$ cat config.mk
export PLATFORM = sky130hd
export DESIGN_NAME = mpmc_data_align
export DESIGN_NICKNAME = d
export VERILOG_FILES = /design/src/rtl/mpmc_pkg.sv /design/src/rtl/mpmc_data_align.sv
export VERILOG_INCLUDE_DIRS = /design/src /design/src/rtl
export SDC_FILE = /design/constraint.sdc
export NUM_CORES = 1
export LEC_CHECK = 0
export BUFFER_PORTS_ARGS = -buffer_cell sky130_fd_sc_hd__buf_2
export CORE_AREA = 2 2 229 231
export DETAILED_ROUTE_END_ITERATION = 10
export DIE_AREA = 0 0 231 233
export GPL_TIMING_DRIVEN = 0
export SLEW_MARGIN = 20
export SYNTH_ARGS = -nofsm -noshare
export SYNTH_HDL_FRONTEND = slang
export SYNTH_SLANG_ARGS = --single-unit
$ cat constraint.sdc
create_clock -name clk -period 13 [get_ports clk]
set_input_delay 1.95 -clock clk [delete_from_list [all_inputs] [get_ports clk]]
set_output_delay 1.95 -clock clk [all_outputs]
set_load 0.01 [all_outputs]
$ cat src/rtl/mpmc_cfg.svh
`ifndef MPMC_CFG_SVH
`define MPMC_CFG_SVH

// ==================================================
// Controller geometry
// ==================================================

// Byte address width seen on the AXI4-Lite port
`define MPMC_ADDR_W 16

// AXI4-Lite data width in bits
`define MPMC_WORD_W 32

// Bytes held by one memory line
`define MPMC_LINE_BYTES 32

// Number of lines in the on-chip memory
`define MPMC_LINES 1024

// ==================================================
// Address aliases
// ==================================================

// A write address with this bit set is treated as an atomic add
`define MPMC_RMW_BIT 15

`endif

$ cat src/rtl/mpmc_pkg.sv
`include "mpmc_cfg.svh"

package mpmc_pkg;

	// ==================================================
	// Widths with a meaning inside the controller
	// ==================================================

	// One bus word and one full memory line
	typedef logic [`MPMC_WORD_W-1:0] word_t;
	typedef logic [`MPMC_LINE_BYTES*8-1:0] line_t;

	// One bit per byte of a line
	// As a data mask a one disables the byte, as a write mask a one writes it
	typedef logic [`MPMC_LINE_BYTES-1:0] mask_t;

	// Byte strobes of a single word
	typedef logic [`MPMC_WORD_W/8-1:0] strb_t;

	// Line number and word position within the line
	typedef logic [$clog2(`MPMC_LINES)-1:0] line_index_t;
	typedef logic [$clog2(`MPMC_LINE_BYTES/(`MPMC_WORD_W/8))-1:0] lane_t;

	// Controller sequence, one transaction at a time
	typedef enum logic [2:0] {
		IDLE,
		PRESET,
		RMW_READ,
		RMW_MODIFY,
		WRITE,
		READ,
		READ_WAIT,
		RESP
	} mpmc_state_t;

	// Request as captured from the AXI4-Lite channels
	typedef struct packed {
		logic        we;
		logic        rmw;
		line_index_t index;
		lane_t       lane;
		word_t       wdata;
		mask_t       wmask;
	} mpmc_req_t;

endpackage

$ cat src/rtl/mpmc_data_align.sv
`include "mpmc_cfg.svh"

module mpmc_data_align (
	input  logic                  clk,
	input  logic                  rst,
	input  mpmc_pkg::mpmc_state_t state,
	input  mpmc_pkg::mpmc_req_t   req,
	input  mpmc_pkg::line_t       rd_line,
	output mpmc_pkg::line_t       wr_line
);

	localparam int LANES = `MPMC_LINE_BYTES/(`MPMC_WORD_W/8);

	mpmc_pkg::word_t old_word;
	mpmc_pkg::line_t sum_line;

	// ==================================================
	// Atomic add
	// ==================================================

	// Old word of the addressed lane, straight from the read line
	assign old_word = rd_line[req.lane * `MPMC_WORD_W +: `MPMC_WORD_W];

	// The sum wraps at the word width and replaces only its own lane
	always_comb begin
		sum_line = rd_line;
		sum_line[req.lane * `MPMC_WORD_W +: `MPMC_WORD_W] = old_word + req.wdata;
	end

	// ==================================================
	// Write line register
	// ==================================================

	always_ff @(posedge clk) begin
		if (rst) begin
			wr_line <= '0;
		end else begin
			if (state == mpmc_pkg::PRESET) begin
				// The word is copied to every lane
				// and the mask decides which bytes are kept
				wr_line <= {LANES{req.wdata}};
			end else if (state == mpmc_pkg::RMW_MODIFY) begin
				wr_line <= sum_line;
			end
		end
	end

endmodule

======== After elaboration in Yosys (flattened, before gate mapping) ========
Index checks and enable logic that the tools add are counted.
word-level totals
  output and inout port bits .............. 256
  input port bits ......................... 340
  bits in registers ....................... 256
  logic and storage cells ................. 12
operators by class
  mux-type cells .......................... 3
  reduce and logical (&&, ||, !) cells .... 1
  equality and inequality tests ........... 2
  $add $sub $neg .......................... 2
  shift-type cells ........................ 3
operator list
  cell                                                                       count
  256-bit 2-to-1 mux                                                         2
  256-bit bitwise mux                                                        1
  32-bit by 34-bit variable shift with 256-bit output, first input constant  1
  256-bit by 9-bit indexed part select with 32-bit output                    1
  32-bit by 34-bit indexed part select with 256-bit output                   1
  8-bit negation with 34-bit output                                          1
  32-bit adder                                                               1
  3-bit by 1-bit equality test with 1-bit output, second input constant      1
  3-bit by 2-bit equality test with 1-bit output, second input constant      1
  2-bit nonzero test                                                         1

======== Depth between registers and ports, before layout ========
  depth in word-level cells ............... 6
  mapped depth ............................ 18
  gate-level depth less buffers ........... 14

======== Worst setup path after synthesis ========
OpenSTA, ideal clock, no wires.
  kind .................................... input to register
  start ................................... input port req[64] in the netlist's numbering
  end ..................................... register wr_line[29]
  library setup time ...................... 0.128 ns
  path buffers ............................ 3
  data required time ...................... 12.872 ns
  setup slack ............................. 7.276 ns
  stages on the path ...................... 15
  data arrival time ....................... 5.596 ns
  path through ............................ buf_4 > buf_1 > buf_2 > mux4_2 > nand2_1 > nand2_1 > ha_1 > a21oi_1 > o21ai_1 > nor4b_1 > or3_4 > a31o_1 > a211o_1 > o31ai_4 > o22ai_1
on the way
  longest elaborated chain between the ends .. 6
  elaborated cells between the ends (all ways) .. 8
  classes of those cells .................. add/sub (2); shift (3); mux (3)
RTL lines
  element                                                   RTL line               RTL
  start: declaration                                        mpmc_data_align.sv:7   input mpmc_pkg::mpmc_req_t req,
  256-bit by 9-bit indexed part select with 32-bit output   mpmc_data_align.sv:22  assign old_word = rd_line[req.lane * `MPMC_WORD_W +: `MPMC_WORD_W];
  32-bit adder                                              mpmc_data_align.sv:27  sum_line[req.lane * `MPMC_WORD_W +: `MPMC_WORD_W] = old_word + req.wdata;
  32-bit by 34-bit indexed part select with 256-bit output  mpmc_data_align.sv:27
  256-bit bitwise mux *                                     mpmc_data_align.sv:27
  256-bit 2-to-1 mux *                                      mpmc_data_align.sv:42  end else if (state == mpmc_pkg::RMW_MODIFY) begin
  256-bit 2-to-1 mux *                                      mpmc_data_align.sv:38  if (state == mpmc_pkg::PRESET) begin
  end signal: assignment                                    mpmc_data_align.sv:41  wr_line <= {LANES{req.wdata}};
  end signal: assignment                                    mpmc_data_align.sv:43  wr_line <= sum_line;
  end: declaration                                          mpmc_data_align.sv:9   output mpmc_pkg::line_t wr_line
Mark *: on every way between the ends. The rest lies on a longest branch, timed or not. The select of a mux whose other input is x is not followed.
A chain may end at the register's enable or synchronous reset.

======== Worst setup path after layout ========
  start ................................... input port req[64] in the netlist's numbering
  end ..................................... register wr_line[28]
The elaborated chain is that of the path after synthesis.

==> out/metrics.csv <==
stage,metric,value,unit
floorplanning,coreArea,0.05109,sq mm
worst_setup_path,worstPathRequired,13.46,ns
worst_setup_path,critPathTopFamily,compound AO/OA/AOI/OAI gates,
cts,cts_tree,done,
layout,post-route-util,41.64,%
floorplanning,ioPinCount,596,
hold_path,hold_depth,2,
timing,worst_pin_slew,1.353,ns
timing,setup_ws,5.615,ns
layout,area_growth,29.61,%
detailed_routing,drt_pass1_iterations,6,
cts,clock_latency,0.65,ns
worst_setup_path,worst-path-buf-inv,5,
global_route,overflow,0,
detailed_routing,vias_per_cell,6.589,
worst_setup_path,critPathLaunchType,primary input,
synthesis,async_flop_share,0,%
layout,final_area,0.02127,sq mm
layout,reg_top3,wr_line: 256 flops,
worst_setup_path,cp_data_arrival_time,7.85,ns
cts,h-tree-depth,1,
placed_design,place.gp.congestion,1.018,
cts,path_clk_slew,0.06,ns
outcome,status,"finished, final reports clean",
global_route,antenna_found_initial,12,
timing,slew_violations,0,
synthesis,synth.avg_cell_area,7.710,sq um
cts,cts_hold_buf,0,
worst_setup_path,critPathMaxFanout,10,
worst_setup_path,crit_slowest_cell,o21ai_0,
floorplanning,initial_utilization,32.13,%
placed_design,place_hpwl,98690,um
layout,nFillCells,5430,
worst_setup_path,reg2reg_depth,3,
synthesis,yosysWarnings,0,
worst_setup_path,reg2reg_from,wr_line[152],
layout,layout_commonest_cell,buf_2,
synthesis,synth_flop_cell,dfxtp_1,
placed_design,postPlaceCellArea,0.02011,sq mm
run,drv_cap,0,
floorplanning,die_area,0.05382,sq mm
worst_setup_path,endpoint_kind,flip-flop,
synthesis,syn_area,0.01641,sq mm
synthesis,yosysSeqAreaShare,31.22,%
worst_setup_path,worstPathCellList,"buf_2, buf_4, buf_1, buf_2, mux4_2, nand2_1, nand2_1, ha_1, inv_1, fa_1, nor2b_1, o2111ai_1, a21oi_2, o21ai_0, a21oi_1, o22ai_1, xor2_1, o21ai_0",
synthesis,synth-edff-count,0,
detailed_routing,post_drt_wl_per_cell,37.04,um
synthesis,syn_inst,2129,
placed_design,place.port_buffers,549,
synthesis,yosys_register_bits,256,
timing,post-route-period-util,56.81,%
layout,largest_reg_flops,256,
timing,fin_hold_ws,0.4516,ns
power_and_ir_drop,ir_drop,0.1293,mV
worst_setup_path,reg2reg_to,wr_line[152],
timing,skew,0,ns
timing,min_period,7.385,ns
layout,fin_nets,3090,
hold_path,holdPathEnd,wr_line[228],
hold_path,min_from,wr_line[228],
global_route,grt_max_degree,17,
timing,setup-tns-final,0,ns
floorplanning,die_w,231,um
global_route,grt_pass1_wl,168600,um
timing,grt_setup_unrepaired,no,
detailed_routing,drtAntennaViolNets,0,
worst_setup_path,reg2reg_slack,11.79,ns
timing,finalSetupViolations,0,
layout,drive_above_1_share,27.11,%
worst_setup_path,crit_type,in2reg,
cts,clock_path_buffers,3,
timing,slew_headroom,9.809,%
detailed_routing,dr_total_vias,22590,
detailed_routing,wl,127000,um
detailed_routing,drc,0,
global_route,grt.total_usage,45.25,%
cts,cts_setup_buffers,0,
layout,final_cell_mix,"buf_2, nand2_1, a21oi_1",
floorplanning,die_h,233,um
cts,cts_sinks,256,
placed_design,preCtsSetupSlack,5.241,ns
worst_setup_path,slowest_delay,0.84,ns
power_and_ir_drop,p_leak,9.104,nW
global_route,grt_pass1_vias,21640,
hold_path,hp-class,reg2reg,
timing,hold_viol,0,
synthesis,syn-num-nets,2503,
timing,max_freq,0.1354,GHz
detailed_routing,drt-initial-drc-count,3245,
cts,numCtsBuffers,31,
cts,cts_resized,0,
floorplanning,rows,83,
cts,root_buffer,clkbuf_16,
power_and_ir_drop,p_per_area,129.0,mW/mm^2
layout,regMostFlops,wr_line,
synthesis,synth_cell_type_count,83,
==> cells in the mapped netlist, types with 15 or more instances <==
library cell / count / share of area (%)
a211oi_1: 21 / 0.96
a31oi_1: 29 / 1.1
clkbuf_1: 153 / 3.5
mux2i_1: 25 / 1.5
o211ai_1: 59 / 2.7
o22ai_1: 35 / 1.3
a221oi_1: 52 / 2.8
a21o_1: 15 / 0.69
and2_1: 16 / 0.61
nand3_1: 85 / 2.6
ha_1: 33 / 2.5
a311oi_1: 19 / 1.0
a21oi_1: 284 / 8.7
inv_1: 15 / 0.34
mux4_2: 64 / 8.8
dfxtp_1: 256 / 31
buf_1: 19 / 0.43
o21ai_0: 88 / 2.7
nor2b_1: 25 / 0.95
nand2_1: 334 / 7.6
nor3_1: 20 / 0.61
nor2_1: 236 / 5.4
==> stage by stage <==
step,power (W),std cells
finish,0.002745,3428
detailed placement,0.001722,3363
floorplan,0.001320,2129
global route,0.002791,3424
CTS,0.002691,3421
global placement,0.001717,3358
==> how the worst max path moves through the flow <==
stage / endpoint / slack, ns / cells after the start / start
after floorplan: wr_line[29] / 7.28 / 15 / req[64]
after global placement: wr_line[246] / 5.12 / 12 / req[66]
after detailed placement: wr_line[28] / 5.24 / 18 / req[64]
after CTS: wr_line[28] / 5.86 / 18 / req[64]
after global routing: wr_line[60] / 5.53 / 18 / req[64]
final: wr_line[28] / 5.62 / 18 / req[64]
==> power by group <==
part           switching (W)  internal [W]
Clock               0.000410      0.000577
Sequential         0.0000384      0.000832
Combinational       0.000618      0.000269
Total                0.00107       0.00168
==> cell type report <==
class	instances	area, sq um	area share [%]
multi-input combinational	1669	10560	49.61
sequential	256	5125	24.09
timing repair buffer	554	2804	13.18
clock buffer	41	883.3	4.152
tap	680	850.8	3.999
buffer	187	737.0	3.464
clock inverter	17	237.7	1.117
inverter	17	63.81	0.2999
antenna	7	17.52	0.08234
==> logic make-up (layout without fill, tap and decap cells) <==
logic type / after synthesis / in the layout / share of synthesized area, %
fa+ha+maj: 34 / 34 / 2.637
other cells: 0 / 7 / 0
buf+inv: 204 / 816 / 4.810
mux: 89 / 89 / 10.31
flops: 256 / 256 / 31.22
compound gates: 720 / 720 / 28.24
simple gates: 804 / 804 / 21.56
xor+xnor: 22 / 22 / 1.220
==> worst reg2reg max path: stages (launching register included) <==
cell and delay, ns:
dfxtp_1 0.51, a21oi_1 0.13, a21boi_0 0.16, a221oi_1 0.30
==> layer usage <==
layer / vias up / wire length (um) / global-route usage [%]
met2: 2149 / 54330 / 68.87
met3: 559 / 16690 / 13.90
met5: - / 72 / 0
met4: 10 / 9977 / 31.39
li1: 9069 / - / -
met1: 10800 / 45910 / 54.50
Note: power is estimated with default switching activity, not from simulation.
