==> src/rtl/mpmc_cfg.svh <==
`ifndef MPMC_CFG_SVH
`define MPMC_CFG_SVH

// ==================================================
// Controller geometry
// ==================================================

// Byte address width seen on the AXI4-Lite port
`define MPMC_ADDR_W 16

// AXI4-Lite data width in bits
`define MPMC_WORD_W 32

// Bytes held by one memory line
`define MPMC_LINE_BYTES 32

// Number of lines in the on-chip memory
`define MPMC_LINES 1024

// ==================================================
// Address aliases
// ==================================================

// A write address with this bit set is treated as an atomic add
`define MPMC_RMW_BIT 15

`endif

==> src/rtl/axil_pkg.sv <==
`include "mpmc_cfg.svh"

package axil_pkg;

	// ==================================================
	// Plain vectors of the AXI4-Lite port
	// ==================================================

	// Byte address as presented on AW and AR
	typedef logic [`MPMC_ADDR_W-1:0] axil_addr_t;

	// Data bus width
	typedef logic [`MPMC_WORD_W-1:0] axil_data_t;

	// One strobe bit per data byte
	typedef logic [`MPMC_WORD_W/8-1:0] axil_strb_t;

	// Protection attributes are carried but not interpreted
	typedef logic [2:0] axil_prot_t;

	// Response code on B and R
	typedef logic [1:0] axil_resp_t;

	// The only response this controller ever returns
	localparam axil_resp_t RESP_OKAY = 2'b00;

	// ==================================================
	// Channel payloads
	// ==================================================

	// Write and read address channels share a layout
	typedef struct packed {
		axil_addr_t addr;
		axil_prot_t prot;
	} axil_aw_t;

	typedef struct packed {
		axil_addr_t addr;
		axil_prot_t prot;
	} axil_ar_t;

	typedef struct packed {
		axil_data_t data;
		axil_strb_t strb;
	} axil_w_t;

	typedef struct packed {
		axil_resp_t resp;
	} axil_b_t;

	typedef struct packed {
		axil_data_t data;
		axil_resp_t resp;
	} axil_r_t;

endpackage

==> src/rtl/mpmc_pkg.sv <==
`include "mpmc_cfg.svh"

package mpmc_pkg;

	// ==================================================
	// Widths with a meaning inside the controller
	// ==================================================

	// One bus word and one full memory line
	typedef logic [`MPMC_WORD_W-1:0] word_t;
	typedef logic [`MPMC_LINE_BYTES*8-1:0] line_t;

	// One bit per byte of a line
	// As a data mask a one disables the byte, as a write mask a one writes it
	typedef logic [`MPMC_LINE_BYTES-1:0] mask_t;

	// Byte strobes of a single word
	typedef logic [`MPMC_WORD_W/8-1:0] strb_t;

	// Line number and word position within the line
	typedef logic [$clog2(`MPMC_LINES)-1:0] line_index_t;
	typedef logic [$clog2(`MPMC_LINE_BYTES/(`MPMC_WORD_W/8))-1:0] lane_t;

	// Controller sequence, one transaction at a time
	typedef enum logic [2:0] {
		IDLE,
		PRESET,
		RMW_READ,
		RMW_MODIFY,
		WRITE,
		READ,
		READ_WAIT,
		RESP
	} mpmc_state_t;

	// Request as captured from the AXI4-Lite channels
	typedef struct packed {
		logic        we;
		logic        rmw;
		line_index_t index;
		lane_t       lane;
		word_t       wdata;
		mask_t       wmask;
	} mpmc_req_t;

endpackage

==> src/rtl/mpmc_sequencer.sv <==
`include "mpmc_cfg.svh"

module mpmc_sequencer (
	input  logic                  clk,
	input  logic                  rst,
	input  axil_pkg::axil_aw_t    aw,
	input  axil_pkg::axil_w_t     w,
	input  axil_pkg::axil_ar_t    ar,
	input  logic                  awvalid,
	input  logic                  wvalid,
	input  logic                  arvalid,
	input  logic                  bready,
	input  logic                  rready,
	output logic                  awready,
	output logic                  wready,
	output logic                  arready,
	output logic                  bvalid,
	output logic                  rvalid,
	output axil_pkg::axil_b_t     b,
	output axil_pkg::axil_r_t     r,
	output mpmc_pkg::mpmc_state_t state,
	output mpmc_pkg::mpmc_req_t   req,
	output logic                  ram_we,
	input  mpmc_pkg::line_t       rd_line
);

	// Bit positions of the lane and line fields in a byte address
	localparam int LANE_LSB = $clog2(`MPMC_WORD_W/8);
	localparam int INDEX_LSB = $clog2(`MPMC_LINE_BYTES);
	localparam int STRB_W = `MPMC_WORD_W/8;

	logic                  wr_take;
	logic                  rd_take;
	logic                  resp_done;
	mpmc_pkg::lane_t       aw_lane;
	mpmc_pkg::mask_t       strb_mask;
	mpmc_pkg::word_t       rdata_q;

	// ==================================================
	// Request acceptance
	// ==================================================

	// A write needs both its address and its data before it is taken
	assign wr_take = (state == mpmc_pkg::IDLE) && awvalid && wvalid;
	// Reads wait while any half of a write is being offered
	assign rd_take = (state == mpmc_pkg::IDLE) && arvalid && !(awvalid || wvalid);

	assign awready = wr_take;
	assign wready = wr_take;
	assign arready = rd_take;

	// Strobes land on the bytes of the addressed lane
	assign aw_lane = aw.addr[LANE_LSB +: $bits(mpmc_pkg::lane_t)];
	assign strb_mask = mpmc_pkg::mask_t'(w.strb) << (aw_lane * STRB_W);

	// ==================================================
	// State machine
	// ==================================================

	assign resp_done = (bvalid && bready) || (rvalid && rready);

	always_ff @(posedge clk) begin
		if (rst) begin
			state <= mpmc_pkg::IDLE;
		end else begin
			case (state)
				mpmc_pkg::IDLE: begin
					if (wr_take || rd_take)
						state <= mpmc_pkg::PRESET;
				end
				// Mask and line are loaded here, then the path splits
				mpmc_pkg::PRESET: begin
					if (req.rmw)
						state <= mpmc_pkg::RMW_READ;
					else if (req.we)
						state <= mpmc_pkg::WRITE;
					else
						state <= mpmc_pkg::READ;
				end
				mpmc_pkg::RMW_READ:   state <= mpmc_pkg::RMW_MODIFY;
				mpmc_pkg::RMW_MODIFY: state <= mpmc_pkg::WRITE;
				mpmc_pkg::WRITE:      state <= mpmc_pkg::RESP;
				mpmc_pkg::READ:       state <= mpmc_pkg::READ_WAIT;
				mpmc_pkg::READ_WAIT:  state <= mpmc_pkg::RESP;
				mpmc_pkg::RESP: begin
					if (resp_done)
						state <= mpmc_pkg::IDLE;
				end
				default: state <= mpmc_pkg::IDLE;
			endcase
		end
	end

	// Request fields are only sampled on the accepting edge
	always_ff @(posedge clk) begin
		if (wr_take) begin
			req.we <= 1'b1;
			req.rmw <= aw.addr[`MPMC_RMW_BIT];
			req.index <= aw.addr[INDEX_LSB +: $bits(mpmc_pkg::line_index_t)];
			req.lane <= aw_lane;
			req.wdata <= w.data;
			req.wmask <= strb_mask;
		end else if (rd_take) begin
			req.we <= 1'b0;
			req.rmw <= 1'b0;
			req.index <= ar.addr[INDEX_LSB +: $bits(mpmc_pkg::line_index_t)];
			req.lane <= ar.addr[LANE_LSB +: $bits(mpmc_pkg::lane_t)];
			req.wdata <= '0;
			req.wmask <= '0;
		end
	end

	// The memory is written for one cycle per write or atomic add
	assign ram_we = (state == mpmc_pkg::WRITE);

	// ==================================================
	// Responses
	// ==================================================

	// The addressed word is picked out once the line is valid
	always_ff @(posedge clk) begin
		if (state == mpmc_pkg::READ_WAIT)
			rdata_q <= rd_line[req.lane * `MPMC_WORD_W +: `MPMC_WORD_W];
	end

	assign bvalid = (state == mpmc_pkg::RESP) && req.we;
	assign rvalid = (state == mpmc_pkg::RESP) && !req.we;

	// Every access completes without error
	assign b.resp = axil_pkg::RESP_OKAY;
	assign r.data = rdata_q;
	assign r.resp = axil_pkg::RESP_OKAY;

endmodule

==> config.mk <==
export PLATFORM = sky130hd
export DESIGN_NAME = mpmc_sequencer
export DESIGN_NICKNAME = d
export VERILOG_FILES = /design/src/rtl/axil_pkg.sv /design/src/rtl/mpmc_pkg.sv /design/src/rtl/mpmc_sequencer.sv
export VERILOG_INCLUDE_DIRS = /design/src /design/src/rtl
export SDC_FILE = /design/constraint.sdc
export NUM_CORES = 1
export LEC_CHECK = 0
export ABC_AREA = 1
export BUFFER_PORTS_ARGS = -buffer_cell sky130_fd_sc_hd__buf_4
export CORE_AREA = 2 2 179 181
export CTS_BUF_LIST = sky130_fd_sc_hd__clkbuf_16
export DETAILED_ROUTE_END_ITERATION = 8
export DIE_AREA = 0 0 181 183
export PLACE_DENSITY = 0.55
export SETUP_SLACK_MARGIN = 0.1
export SLEW_MARGIN = 40
export SYNTH_ARGS = -nofsm -noshare
export SYNTH_HDL_FRONTEND = slang
export SYNTH_SLANG_ARGS = --single-unit
==> constraint.sdc <==
create_clock -name clk -period 6.5 [get_ports clk]
set_input_delay 0.65 -clock clk [delete_from_list [all_inputs] [get_ports clk]]
set_output_delay 0.65 -clock clk [all_outputs]
set_load 0.02 [all_outputs]
## After elaboration in Yosys (flattened, before gate mapping)

Index checks and enable logic that the tools add are counted.

- Shift operators: 2
- Equal/unequal tests: 9
- Multiplexer cells: 7
- Reductions and logical operators: 17

Operators with widths:

| operator | number |
|---|---|
| $shiftx 256x9->32 | 1 |
| $mux 78 | 2 |
| $shl 4x5->32 | 1 |
| $pmux 3 s7 | 1 |
| $eq 3x3->1 const B | 4 |
| $mux 3 | 3 |
| $logic_and 1x1->1 | 8 |
| $eq 3x2->1 const B | 2 |
| $eq 3x1->1 const B | 1 |
| $logic_not 3->1 | 1 |
| $logic_or 1x1->1 | 3 |
| $logic_not 1->1 | 2 |
| $ne 2x1->1 const B | 1 |
| $ne 2x2->1 const B | 1 |
| $reduce_and 2->1 | 1 |
| $reduce_bool 2->1 | 1 |
| $reduce_or 2->1 | 1 |
| $mux 1 | 1 |

- Output and inout bits: 124
- Word-level logic and storage cells: 43
- Flip-flop bits (word level): 114

## Depth between registers and ports, before layout

- Word-level depth: 6
- Depth in mapped cells: 8
- Mapped depth without buffers: 6

## Worst setup path before layout

OpenSTA, ideal clock, no wires.

- Kind: input -> register
- Start: input port awvalid
- End: register req[0] (netlist name) (enable)
- Slack: 1.353 ns
- Stages on the path: 3
- Path buffers: 0
- Library setup time: 0.540 ns
- Required time: 5.960 ns
- Arrival time: 4.606 ns
- Cells stage by stage: nor2_1 -> nand2_1 -> a21oi_1

- Word-level cells in the longest chain between the ends: 4
- Elaborated cells between the ends (all ways): 6
- Classes of those cells: reduce/logical: 6

Ends and longest elaborated chain:

| what | RTL line | RTL |
|---|---|---|
| start: declaration | mpmc_sequencer.sv:9 | `input logic awvalid,` |
| $logic_or 1x1->1 | mpmc_sequencer.sv:46 | `assign rd_take = (state == mpmc_pkg::IDLE) && arvalid && !(awvalid \|\| wvalid);` |
| $logic_not 1->1 | mpmc_sequencer.sv:46 |  |
| $logic_and 1x1->1 | mpmc_sequencer.sv:46 |  |
| $reduce_bool 2->1 (no line) * | -- |  |
| end: declaration | mpmc_sequencer.sv:22 | `output mpmc_pkg::mpmc_req_t req,` |

Every way passes the cells marked *; elsewhere a longest branch is shown, timed or not.
A chain may end at the register's enable or synchronous reset.

## Final worst setup path

- Start: register state[0]
- End: output port wready

- Word-level cells in the longest chain between the ends: 3

Ends and longest elaborated chain:

| what | RTL line | RTL |
|---|---|---|
| start: declaration | mpmc_sequencer.sv:21 | `output mpmc_pkg::mpmc_state_t state,` |
| start signal: assignment | mpmc_sequencer.sv:64 | `state <= mpmc_pkg::IDLE;` |
| start signal: assignment | mpmc_sequencer.sv:69 | `state <= mpmc_pkg::PRESET;` |
| start signal: assignment | mpmc_sequencer.sv:74 | `state <= mpmc_pkg::RMW_READ;` |
| $logic_not 3->1 | mpmc_sequencer.sv:44 | `assign wr_take = (state == mpmc_pkg::IDLE) && awvalid && wvalid;` |
| $logic_and 1x1->1 (2 in series) | mpmc_sequencer.sv:44 |  |
| end: declaration | mpmc_sequencer.sv:15 | `output logic wready,` |

No other way between the ends.

==> flow_summary.toml <==
[cells_and_area]
area_delta_synth_final_pct = 66.5
finalNetCount = 1551
final_common_cell = "buf_4"
design_area_mm2 = 0.0108
drive_gt1_frac = 0.412
layout_common_cells = "buf_4 (453), nor2_1 (196), nand2_1 (139)"

[critical_path]
cp.arrival_ns = 1.77
slowest_delay_ns = 0.39
worstPathMaxFanout = 13
critPathSlowestCell = "inv_1"
crit_family = "buffers and inverters"
critPathKind = "reg2out"
worst_setup_path_end_kind = "primary output"
path_cells = "nor3_4, nand3_2, inv_1, buf_4"
crit_buf_inv = 2
cp-start-kind = "flip-flop"
cp.required_ns = 5.85

[global_route]
grt.overflow.total = 0
grt_pass1_vias = 7241
grt_pass1_wl_um = 42300
antenna_found_initial = 1
grt_usage = 0.166
grt_max_degree = 96

[status]
run_status = "complete, no violations"

[power_and_ir_drop]
total_power_w = 0.00301
p_sw_w = 0.00108
swShare = 0.359
ir_drop_uv = 146
power_frac_comb = 0.338
p_int_w = 0.00193
power_leakage_nw = 4.86
p_per_area_mw_per_mm2 = 279
power_frac_clock = 0.331
seqPwrFrac = 0.331

[placed_design]
gp_congestion = 0.793
hpwl_um = 21200
port_buffers = 445
place_area_mm2 = 0.0102

[flow_run]
maxCapViolCount = 0

[drt]
vias = 7263
drt-total-wl_um = 28500
drt-vias-per-instance = 4.46
drt-pass1-iter-count = 4
avgRoutedWirePerCell_um = 17.5
drtAntennaViolNets = 0
drcViolationCount = 0
drtIter0Drc = 317

[sta]
min_period_ns = 2.42
whs_ns = 0.418
rsz0062_at_grt = "no"
finalHoldViolCount = 0
fin_crit_sh = 0.372
skew_ns = 0.0183
max_slew.worst_pin.slew_ns = 0.731
fin_tns_setup_ns = 0
fmax_ghz = 0.414
setup_viol = 0
slew_headroom = 0.513
slew_viol_final = 0

[synthesis]
synth_fa_ha_area_frac = 0
syn_avg_cell_area_um2 = 8.08
yosys_warnings = 0
synthMuxAreaShare = 0
synth_seq_cells = 114
netlist_area_mm2 = 0.00646
synth-simple-area-share = 0.235
synth-compound-area-share = 0.167
synth_top_family_by_area = "simple AND/OR/NAND/NOR gates"
synthCells = 800
yosysSeqAreaShare = 0.523
synthXorXnorAreaFrac = 0
synth_cell_type_count = 21

[clocking]
clk_pin_slew_ns = 0.07
cts_resized = 0
cts_hold_buf = 0
cts_tree = "done"
cts.sinks = 114
numCtsBuffers = 17
h-tree-depth = 4
cts_root_buffer = "clkbuf_16"
clock_latency_ns = 0.42
postCtsSetupBuffers = 0
clk_path_buf_depth = 2

[floorplanning]
start_util = 0.207
die_w_um = 181
rows = 65
ios = 461
core_mm2 = 0.0312
fp.dieH_um = 183
die-area_mm2 = 0.0331

[min_path]
min-delay-path-class = "in2reg"
[through the flow]
step,util,setup slack (ns),cells
final,0.345,4.08,1630
after global routing,0.345,3.81,1630
after CTS,0.344,4.00,1629
after detailed placement,0.325,4.01,1597
after global placement,0.324,3.58,1595
after floorplan,-,1.35,803
[worst paths after layout]
check / from / endpoint / slack [ns] / cells after the start
worst max register to register: req[64] / rdata_q[7] / 4.12 / 7
worst min register to register: req[78] / req[78] / 0.58 / 2
worst max-delay path: state[0] / wready / 4.08 / 4
worst min-delay path: rst / state[2] / 0.42 / 2
[final cells by class]
type	instances	area [um2]
multi-input combinational	576	2640
clock inverter	15	173
sequential	114	3380
clock buffer	17	425
antenna	1	2.50
timing repair buffer	457	3450
inverter	48	185
tap	402	503
fill	3325	20500
[kinds of logic (layout without fill, tap and decap cells)]
logic type / count (synthesis) / in the layout
and+or+nand+nor: 372 / 372
DFF: 114 / 114
AOI/OAI and AO/OA: 200 / 200
other: 1 / 5
buffers and inverters: 113 / 537
[power groups by stage]
| stage | logic [W] | clock network (W) | registers [W] |
|---|---|---|---|
| final | 0.00102 | 0.000996 | 0.000994 |
| after detailed placement | 0.00103 | 0 | 0.00101 |
| after global placement | 0.00102 | 0 | 0.00101 |
| after CTS | 0.00103 | 0.00103 | 0.000996 |
| after global routing | 0.00112 | 0.00106 | 0.00101 |
| after floorplan | 0.000445 | 0 | 0.00114 |
[cell usage after synthesis]
library cell	n	area, um2
nor2_1	197	739
nand2_1	139	522
o21ai_0	133	666
edfxtp_1	110	3300
o22ai_1	64	400
inv_1	45	169
clkbuf_1	41	154
nand3_1	22	110
buf_2	13	65.1
nor2_4	10	113
buf_4	6	45.0
buf_1	4	15.0
dfxtp_1	4	80.1
a21oi_1	3	15.0
clkinv_1	3	11.3
buf_8	1	15.0
conb_1	1	3.75
nand3_2	1	10.0
nor3_1	1	5.00
nor3_4	1	16.3
or2_1	1	6.26
[sequential cells by signal, indices dropped and copies added (netlist names)]
register  flops
rdata_q      32
req          79
state         3
[layer usage]
| layer | vias to the layer above | GRT usage | routed length [um] |
|---|---|---|---|
| met2 | 340 | 0.298 | 14300 |
| met3 | 28 | 0.0635 | 2890 |
| met4 | 0 | 0.0462 | 537 |
| met1 | 3369 | 0.183 | 10800 |
| met5 | - | 0 | 0 |
| li1 | 3526 | - | - |
(Power assumes the default switching activity.)
