<file path="config.mk">
export PLATFORM = sky130hd
export DESIGN_NAME = mpmc_mask_select
export DESIGN_NICKNAME = d
export VERILOG_FILES = /design/src/rtl/mpmc_pkg.sv /design/src/rtl/mpmc_mask_select.sv
export VERILOG_INCLUDE_DIRS = /design/src /design/src/rtl
export SDC_FILE = /design/constraint.sdc
export NUM_CORES = 1
export LEC_CHECK = 0
export ABC_AREA = 1
export ABC_CLOCK_PERIOD_IN_PS = 1400
export BUFFER_PORTS_ARGS = -buffer_cell sky130_fd_sc_hd__buf_2
export CAP_MARGIN = 30
export CORE_ASPECT_RATIO = 0.6
export CORE_MARGIN = 2
export CORE_UTILIZATION = 47
export DETAILED_ROUTE_END_ITERATION = 16
export GPL_TIMING_DRIVEN = 0
export MAX_ROUTING_LAYER = met4
export PLACE_DENSITY_LB_ADDON = 0.2
export SYNTH_ARGS = -nofsm -noshare
export SYNTH_HDL_FRONTEND = slang
export SYNTH_SLANG_ARGS = --single-unit
</file>
<file path="constraint.sdc">
create_clock -name clk -period 1.4 [get_ports clk]
set_clock_uncertainty 0.05 [all_clocks]
set_input_delay 0.07 -clock clk [delete_from_list [all_inputs] [get_ports clk]]
set_output_delay 0.07 -clock clk [all_outputs]
set_load 0.05 [all_outputs]
</file>
<file path="src/rtl/mpmc_cfg.svh">
`ifndef MPMC_CFG_SVH
`define MPMC_CFG_SVH

// ==================================================
// Controller geometry
// ==================================================

// Byte address width seen on the AXI4-Lite port
`define MPMC_ADDR_W 16

// AXI4-Lite data width in bits
`define MPMC_WORD_W 32

// Bytes held by one memory line
`define MPMC_LINE_BYTES 32

// Number of lines in the on-chip memory
`define MPMC_LINES 1024

// ==================================================
// Address aliases
// ==================================================

// A write address with this bit set is treated as an atomic add
`define MPMC_RMW_BIT 15

`endif

</file>
<file path="src/rtl/mpmc_pkg.sv">
`include "mpmc_cfg.svh"

package mpmc_pkg;

	// ==================================================
	// Widths with a meaning inside the controller
	// ==================================================

	// One bus word and one full memory line
	typedef logic [`MPMC_WORD_W-1:0] word_t;
	typedef logic [`MPMC_LINE_BYTES*8-1:0] line_t;

	// One bit per byte of a line
	// As a data mask a one disables the byte, as a write mask a one writes it
	typedef logic [`MPMC_LINE_BYTES-1:0] mask_t;

	// Byte strobes of a single word
	typedef logic [`MPMC_WORD_W/8-1:0] strb_t;

	// Line number and word position within the line
	typedef logic [$clog2(`MPMC_LINES)-1:0] line_index_t;
	typedef logic [$clog2(`MPMC_LINE_BYTES/(`MPMC_WORD_W/8))-1:0] lane_t;

	// Controller sequence, one transaction at a time
	typedef enum logic [2:0] {
		IDLE,
		PRESET,
		RMW_READ,
		RMW_MODIFY,
		WRITE,
		READ,
		READ_WAIT,
		RESP
	} mpmc_state_t;

	// Request as captured from the AXI4-Lite channels
	typedef struct packed {
		logic        we;
		logic        rmw;
		line_index_t index;
		lane_t       lane;
		word_t       wdata;
		mask_t       wmask;
	} mpmc_req_t;

endpackage

</file>
<file path="src/rtl/mpmc_mask_select.sv">
module mpmc_mask_select (
	input  logic                  clk,
	input  logic                  rst,
	input  mpmc_pkg::mpmc_state_t state,
	input  logic                  we,
	input  mpmc_pkg::mask_t       wmask,
	output mpmc_pkg::mask_t       mask
);

	// ==================================================
	// Data mask register
	// ==================================================

	// A zero bit in the data mask lets its byte through to the memory
	// The write mask has the opposite sense so it is inverted on load
	always_ff @(posedge clk) begin
		if (rst) begin
			mask <= '0;
		end else begin
			if (state == mpmc_pkg::PRESET) begin
				// Reads leave the mask open since the memory is not written
				mask <= we ? ~wmask : '0;
			end else if (state == mpmc_pkg::RMW_MODIFY) begin
				// The atomic sum is merged into the full read line
				// so every byte goes back to memory
				mask <= '0;
			end
		end
	end

endmodule

</file>
Word level (Yosys, flattened, before mapping)
Cells that the tools add are included.
{"block": "op_classes", "reduce_logical": 1, "n_lt_le_gt_ge": 0, "n_addsub": 0, "bitwise": 1, "n_mux": 3, "shifts": 0, "div": 0, "eq_ne": 2, "multipliers": 0}
{"cell": "32-bit two-way mux", "n": 3}
{"cell": "32-bit inverter", "n": 1}
{"cell": "3-bit by 1-bit equality test with 1-bit output (second input constant)", "n": 1}
{"cell": "3-bit by 2-bit equality test with 1-bit output (second input constant)", "n": 1}
{"cell": "2-bit nonzero test", "n": 1}
{"block": "word_totals", "rom_bits": 0, "reg_bits": 32, "out_inout_bits": 32, "latch_bits": 0, "mem_bits_rw": 0, "mem_count": 0}

Depth between registers and ports, before layout
Gate-level depths: netlist (run 1).
{"block": "depth", "depth_word": 3, "ltp_mapped": 6}

Worst setup path before layout (run 1)
Ideal clock, no wire load.
{"block": "synth_timing", "path_type": "reg2reg", "startpoint": "register, netlist name mask[0]", "endpoint": "register mask[0]", "path_slack_ns": 0.449, "path_stages_with_launch": 3, "required_ns": 1.280, "synth_period_minus_slack_ns": 0.951, "arrival_time_ns": 0.831, "cell_sequence": "dfxtp_1 nand2_1 a21oi_1"}
{"item": "end signal, assigned", "line": "mpmc_mask_select.sv:22", "source": "mask <= we ? ~wmask : '0;"}
{"item": "end, declared", "line": "mpmc_mask_select.sv:7", "source": "output mpmc_pkg::mask_t mask"}

Worst setup path in the final report (run 1)
{"block": "layout_timing", "startpoint": "input rst", "endpoint": "register mask[19]"}
{"item": "start, declared", "line": "mpmc_mask_select.sv:3", "source": "input logic rst,"}
No word-level cell between the ends.

==> results of run 1 <==
[power by group through the flow]
| stage | combinational, mW | clock [mW] | sequential [mW] |
|---|---|---|---|
| after CTS | 0.275 | 0.727 | 0.935 |
| after global placement | 0.273 | 0 | 0.955 |
| final | 0.276 | 0.709 | 0.935 |
| after global routing | 0.302 | 0.766 | 0.936 |
| after detailed placement | 0.273 | 0 | 0.955 |
| after floorplan | 0.121 | 0 | 1.01 |
[worst register-to-register path, stage by stage (launching register included)]
cell,delay (ps)
dfxtp_1,330
nand2_1,50
a21oi_1,150
[metal layers]
layer / vias to the layer above / GRT usage, % / wire length, um
li1: 740 / - / -
met1: 665 / 28.45 / 1661
met2: 42 / 32.97 / 1386
met3: 5 / 6.637 / 218
met4: 0 / 8.889 / 31
met5: - / - / 0
[kinds of logic after synthesis]
family / Yosys count / synth area share (%)
compound gates: 32 / 11.87
buf+inv: 19 / 9.183
simple gates: 97 / 31.45
flops: 32 / 47.50
[stage by stage]
step	setup WS, ps	hold slack [ps]	utilization, %	total power, mW
2_1_floorplan	448.9	89.07	-	1.133
3_3_place_gp	443.7	246.7	66.44	1.227
3_5_place_dp	436.8	248.2	66.44	1.228
4_1_cts	306.7	7.519	70.28	1.937
5_1_grt	198.3	23.67	70.28	2.004
6_report	294.5	15.89	70.28	1.920
[cells in the final DEF, fill, tap and decap left out]
cell           instances
nand2_1               27
nand2_2                5
clkbuf_8               6
dlygate4sd3_1          1
nand3_1               32
buf_6                  6
clkbuf_1               5
a21oi_1               32
dfxtp_1               32
buf_2                 75
inv_1                  3
inv_2                  1
nor2_4                 1
nor2_1                32
[cell type report]
class	count	area share, %
sequential	32	34.92
multi-input combinational	129	31.86
timing repair buffer	70	19.37
buffer	15	5.934
clock buffer	8	4.911
tap	32	2.183
inverter	4	0.8186
[worst max-delay path by stage]
| stage | end | startpoint | cells after the start | slack, ps |
|---|---|---|---|---|
| finish | mask[19]$_SDFFE_PP0P_ | rst | 4 | 290 |
| global route | mask[23]$_SDFFE_PP0P_ | rst | 4 | 200 |
| CTS | mask[21]$_SDFFE_PP0P_ | rst | 4 | 310 |
| detailed placement | mask[2]$_SDFFE_PP0P_ | state[2] | 6 | 440 |
| global placement | mask[4]$_SDFFE_PP0P_ | state[2] | 6 | 440 |
| floorplan | mask[0]$_SDFFE_PP0P_ | mask[0]$_SDFFE_PP0P_ | 2 | 450 |
==> run metrics, run 1 <==
Fillers 233; Synth Flop Type dfxtp_1; biggest regs mask x32; port bufs 69; Diodes inserted 0; worst reg2reg setup slack 740 ps; minimum clock period 1105 ps; WHS Endpoint mask[17]$_SDFFE_PP0P_; Hold Path Class input port to flip-flop; status completed; GRT overflow 0; worst reg2reg path startpoint mask[11]$_SDFFE_PP0P_; syn avg cell area 7.493 sq um; R2R depth 2; GRT Total Usage 22.16%; Hold Buf Count CTS 1; synthesized net count 218; Post-CTS Setup Bufs 0; Initial Util 51.68%; first-pass GRT wire length 5.423 mm; clock share of power 36.9%; CTS tree built; vias per cell 5.007; CTS root buffer clkbuf_8; # IOs 70; clk_lat worst skew 280 ps; core box area 2610 sq um; placed wire-length estimate 2.430 mm; Synth-to-Final Area Change 35.99%; clock-pin slew on the worst setup and hold paths 60 ps; Die Y-Extent 45.50 um; NumNets Final 295; final setup fails 0; Biggest register mask; Worst-Margin Slew 449.4 ps; HP Start wmask[17]; post-synth top area share 47.50%; ANT nets after route 0; post_cts resized 0; number of H-tree levels 2; Max rail drop VDD 643.1 uV; largest cells by area after synthesis dfxtp_1 47%, a21oi_1 12%, nand3_1 12%; Remaining DRCs 0; die area 3328 sq um; row count 14; Slowest cell on crit path dlygate4sd3_1; synthesized cell area 1349 sq um; Final Hold Fails 0; Total Wirelength 3.298 mm; leakage 0.8494 nW; Top Family by Delay on Critical Path buffers and inverters; DIE WIDTH 73.16 um; Max Slew Vio Count 0; CTS Sinks 32; Inst Count DP 281; Setup TNS 0 ps; largest net degree at the start of global routing 11; Cell Pwr Density 1047 nW/um^2; max FFs per register 32; Slew headroom 70.04%; Worst Hold Depth 4; Synth top cells by count 32 x a21oi_1, 32 x dfxtp_1, 32 x nand3_1, 32 x nor2_1, 27 x nand2_1; post-synthesis cell type count 12; area of the multi-input gates 584.3 sq um; Internal Power 1.427 mW; routed len/inst 11.37 um; Async SR Flop Fraction 0%; Req. time, crit path 1490 ps; largest area contributor in the netlist dfxtp_1; Storage cell area 640.6 sq um; Highest Clock Rate 904.6 MHz; critical path class input port to flip-flop; Maximum Capacitance Violations 0; number of global-route vias before repair 1290; crit-path max FO 10; Initial DRC Count 61; Reg power frac 48.7%; startpoint type of the worst setup path input port; Comb power frac 14.4%; RSZ-0062 raised after global routing false; CP Cell Sequence dlygate4sd3_1, buf_2, clkbuf_1, a21oi_1; CP Buf/Inv Count 3; Mapped Cells 180; EDFF count, synth 0; Final Cell Area 1834 sq um; critical path capture point type flip-flop; cell area after placement 1734 sq um; Synthesis Warnings 0; sequential element share of the synthesized area 47.50%; fin cells 290; WP data arrival 1200 ps; Synth Register Bits 32; Placer Congestion 0.8159; Vias 1452; Switching Share 25.66%; Longest Clk Path Bufs 2; antenna violations before repair 0; slowest cell delay on critical path 520 ps; reg-to-reg endpoint mask[11]$_SDFFE_PP0P_; Final period util 78.96%; DR pass1 iterations 4; NetSw 0.4928 mW; total CTS buffers 5; share of layout cells above drive strength 1 36.43%
(Power assumes the default switching activity.)
==> inputs of run 2 (changes only) <==
--- a/config.mk
+++ b/config.mk
@@ -7,12 +7,12 @@
 export NUM_CORES = 1
 export LEC_CHECK = 0
 export ABC_AREA = 1
-export ABC_CLOCK_PERIOD_IN_PS = 1400
+export ABC_CLOCK_PERIOD_IN_PS = 1050
 export BUFFER_PORTS_ARGS = -buffer_cell sky130_fd_sc_hd__buf_2
 export CAP_MARGIN = 30
 export CORE_ASPECT_RATIO = 0.6
 export CORE_MARGIN = 2
-export CORE_UTILIZATION = 47
+export CORE_UTILIZATION = 44
 export DETAILED_ROUTE_END_ITERATION = 16
 export GPL_TIMING_DRIVEN = 0
 export MAX_ROUTING_LAYER = met4
==> constraint.sdc (replaced) <==
create_clock -name clk -period 1.05 [get_ports clk]
set_clock_uncertainty 0.05 [all_clocks]
set_input_delay 0.0525 -clock clk [delete_from_list [all_inputs] [get_ports clk]]
set_output_delay 0.0525 -clock clk [all_outputs]
set_load 0.05 [all_outputs]
==> run 2 against run 1 <==
- first-iteration DRC count grew 59%
- global-route usage down 1.9 points
- power grew 28%
- via count down 0.96%
- largest power group unchanged
- critical path depth fell by 3
- cell area up 1.6%
- core utilization is 5.8 points lower
- setup slack lost 230 ps
==> run metrics, run 2 (synthesis results as in run 1) <==
Diodes inserted 0 (unchanged); total CTS buffers 5 (unchanged); number of global-route vias before repair 1133 (-12%); CTS tree built; DR pass1 iterations 4 (unchanged); wire length on met1 1.642 mm (-1.1%); clk_lat worst skew 270 ps (about the same); Longest Clk Path Bufs 2 (unchanged); Slowest cell on crit path dfxtp_1; Initial Util 46.67% (-5.0 points); leakage 0.8574 nW (+0.95%); Inst Count DP 291 (+3.6%); crit-path max FO 2 (-8); Met2 Routed Length 1.437 mm (+3.7%); CTS Sinks 32 (unchanged); status completed; Fillers 294 (+26%); Total Wirelength 3.297 mm (about the same); ANT nets after route 0 (unchanged); Final period util 93.95%; Top Family by Delay on Critical Path flip-flops; critical path capture point type output pin; Initial DRC Count 97 (+59%); biggest regs mask x32; largest net degree at the start of global routing 11 (unchanged); RSZ-0062 raised after global routing false; vias per cell 4.762 (-4.9%); highest routed layer met4; first-pass GRT wire length 5.154 mm (-5.0%); GRT overflow 0 (unchanged); Remaining DRCs 0 (unchanged); Vias 1438 (-0.96%); Slew headroom 68.79% (-1.2 points); Highest Clock Rate 1014 MHz; GRT Total Usage 20.28% (-1.9 points); share of layout cells above drive strength 1 36.15% (-0.28 points); die area 3539 sq um (+6.3%); CTS root buffer clkbuf_8; Max Slew Vio Count 0 (unchanged); Biggest register mask; commonest non-fill, non-tap cells in the layout 75 x buf_2, 32 x nor2_1, 32 x nand3_1, 32 x a21oi_1, 32 x dfxtp_1; Hold Path Class input port to flip-flop; CP Cell Sequence buf_2; Maximum Capacitance Violations 0 (unchanged); NumNets Final 298 (+1.0%); core box area 2890 sq um (+11%); DIE WIDTH 75.48 um (+3.2%); # IOs 70 (unchanged); Worst-Margin Slew 468.1 ps (+18.72 ps); Final Hold Fails 0 (unchanged); number of H-tree levels 2 (unchanged); max FFs per register 32 (unchanged); CP Buf/Inv Count 1 (-2); row count 15 (+1); Placer Congestion 0.8602 (+5.4%); clock-pin slew on the worst setup and hold paths 60 ps (about the same); routed len/inst 10.92 um (-4.0%); Setup TNS 0 ps (unchanged); WP data arrival 880 ps (-320 ps); pre-CTS WS 94.31 ps (-342.5 ps); Die Y-Extent 46.89 um (+3.1%); Synth-to-Final Area Change 38.22%; Cell Pwr Density 1321 nW/um^2 (+26%); post_cts resized 0 (unchanged); port bufs 69 (unchanged); minimum clock period 986.4 ps; fin cells 302 (+4.1%); Max rail drop VDD 797.5 uV (+24%); DR WL met3 197 um (-9.6%); antenna violations before repair 0 (unchanged); critical path class flip-flop to output pin; Req. time, crit path 950 ps (-540 ps); placed wire-length estimate 2.370 mm (-2.5%); final setup fails 0 (unchanged); startpoint type of the worst setup path flip-flop; final worst slack 63.58 ps (-231.0 ps); most common cell after layout, fill and taps aside buf_2; slowest cell delay on critical path 350 ps (-170 ps)
[run 2: changes by cell type in the layout (fill, tap and decap cells not counted), sizes merged]
| cell | delta |
|---|---|
| dlygate4sd3 | +3 |
| clkinv | +1 |
| clkbuf | -2 |
[run 2: cell type report]
cell class / instances / area (sq um) / area share, %
Clock inverter: 1 / 5.005 / 0.2685
Tap cell: 42 / 52.55 / 2.819
Inverter: 4 / 15.01 / 0.8054
Timing Repair Buffer: 73 / 385.4 / 20.67
Sequential cell: 32 / 640.6 / 34.36
Clock buffer: 6 / 72.57 / 3.893
Multi-Input combinational cell: 129 / 584.3 / 31.34
Buffer: 15 / 108.9 / 5.839
[run 2: per-layer routing]
metal	up-vias	global-route usage, %
li1	751	-
met1	634	27.19
met2	51	29.74
met3	2	6.438
met4	0	5.263
met5	-	-
[run 2: final timing paths]
path / startpoint / endpoint / slack, ps / depth (start not counted)
worst min register to register: mask[24]$_SDFFE_PP0P_ / mask[24]$_SDFFE_PP0P_ / 410 / 2
worst max-delay path: mask[30]$_SDFFE_PP0P_ / mask[30] / 60 / 1
worst max register to register: mask[11]$_SDFFE_PP0P_ / mask[11]$_SDFFE_PP0P_ / 390 / 2
worst min-delay path: wmask[3] / mask[3]$_SDFFE_PP0P_ / 8 / 4
[run 2: what timing repair did]
action	in CTS	in global routing
hold endpoints to repair	5	0
hold buffers	4	0
buffers inserted	0	0
[run 2: stage by stage]
step,power [mW],utilization [%],hold WS [ps],instance area [sq um]
finish,2.463,64.50,7.867,1864
global placement,1.637,60.43,232.2,1747
detailed placement,1.638,60.43,231.5,1747
CTS,2.500,64.50,0.7333,1864
floorplan,1.511,-,71.57,1349
global route,2.599,64.50,1.258,1864
[run 2: report_power, final]
group | total (mW) | switching (mW) | internal, mW
Sequential | 1.25 | 0.0105 | 1.24
Clock | 0.839 | 0.390 | 0.449
Combinational | 0.377 | 0.236 | 0.141
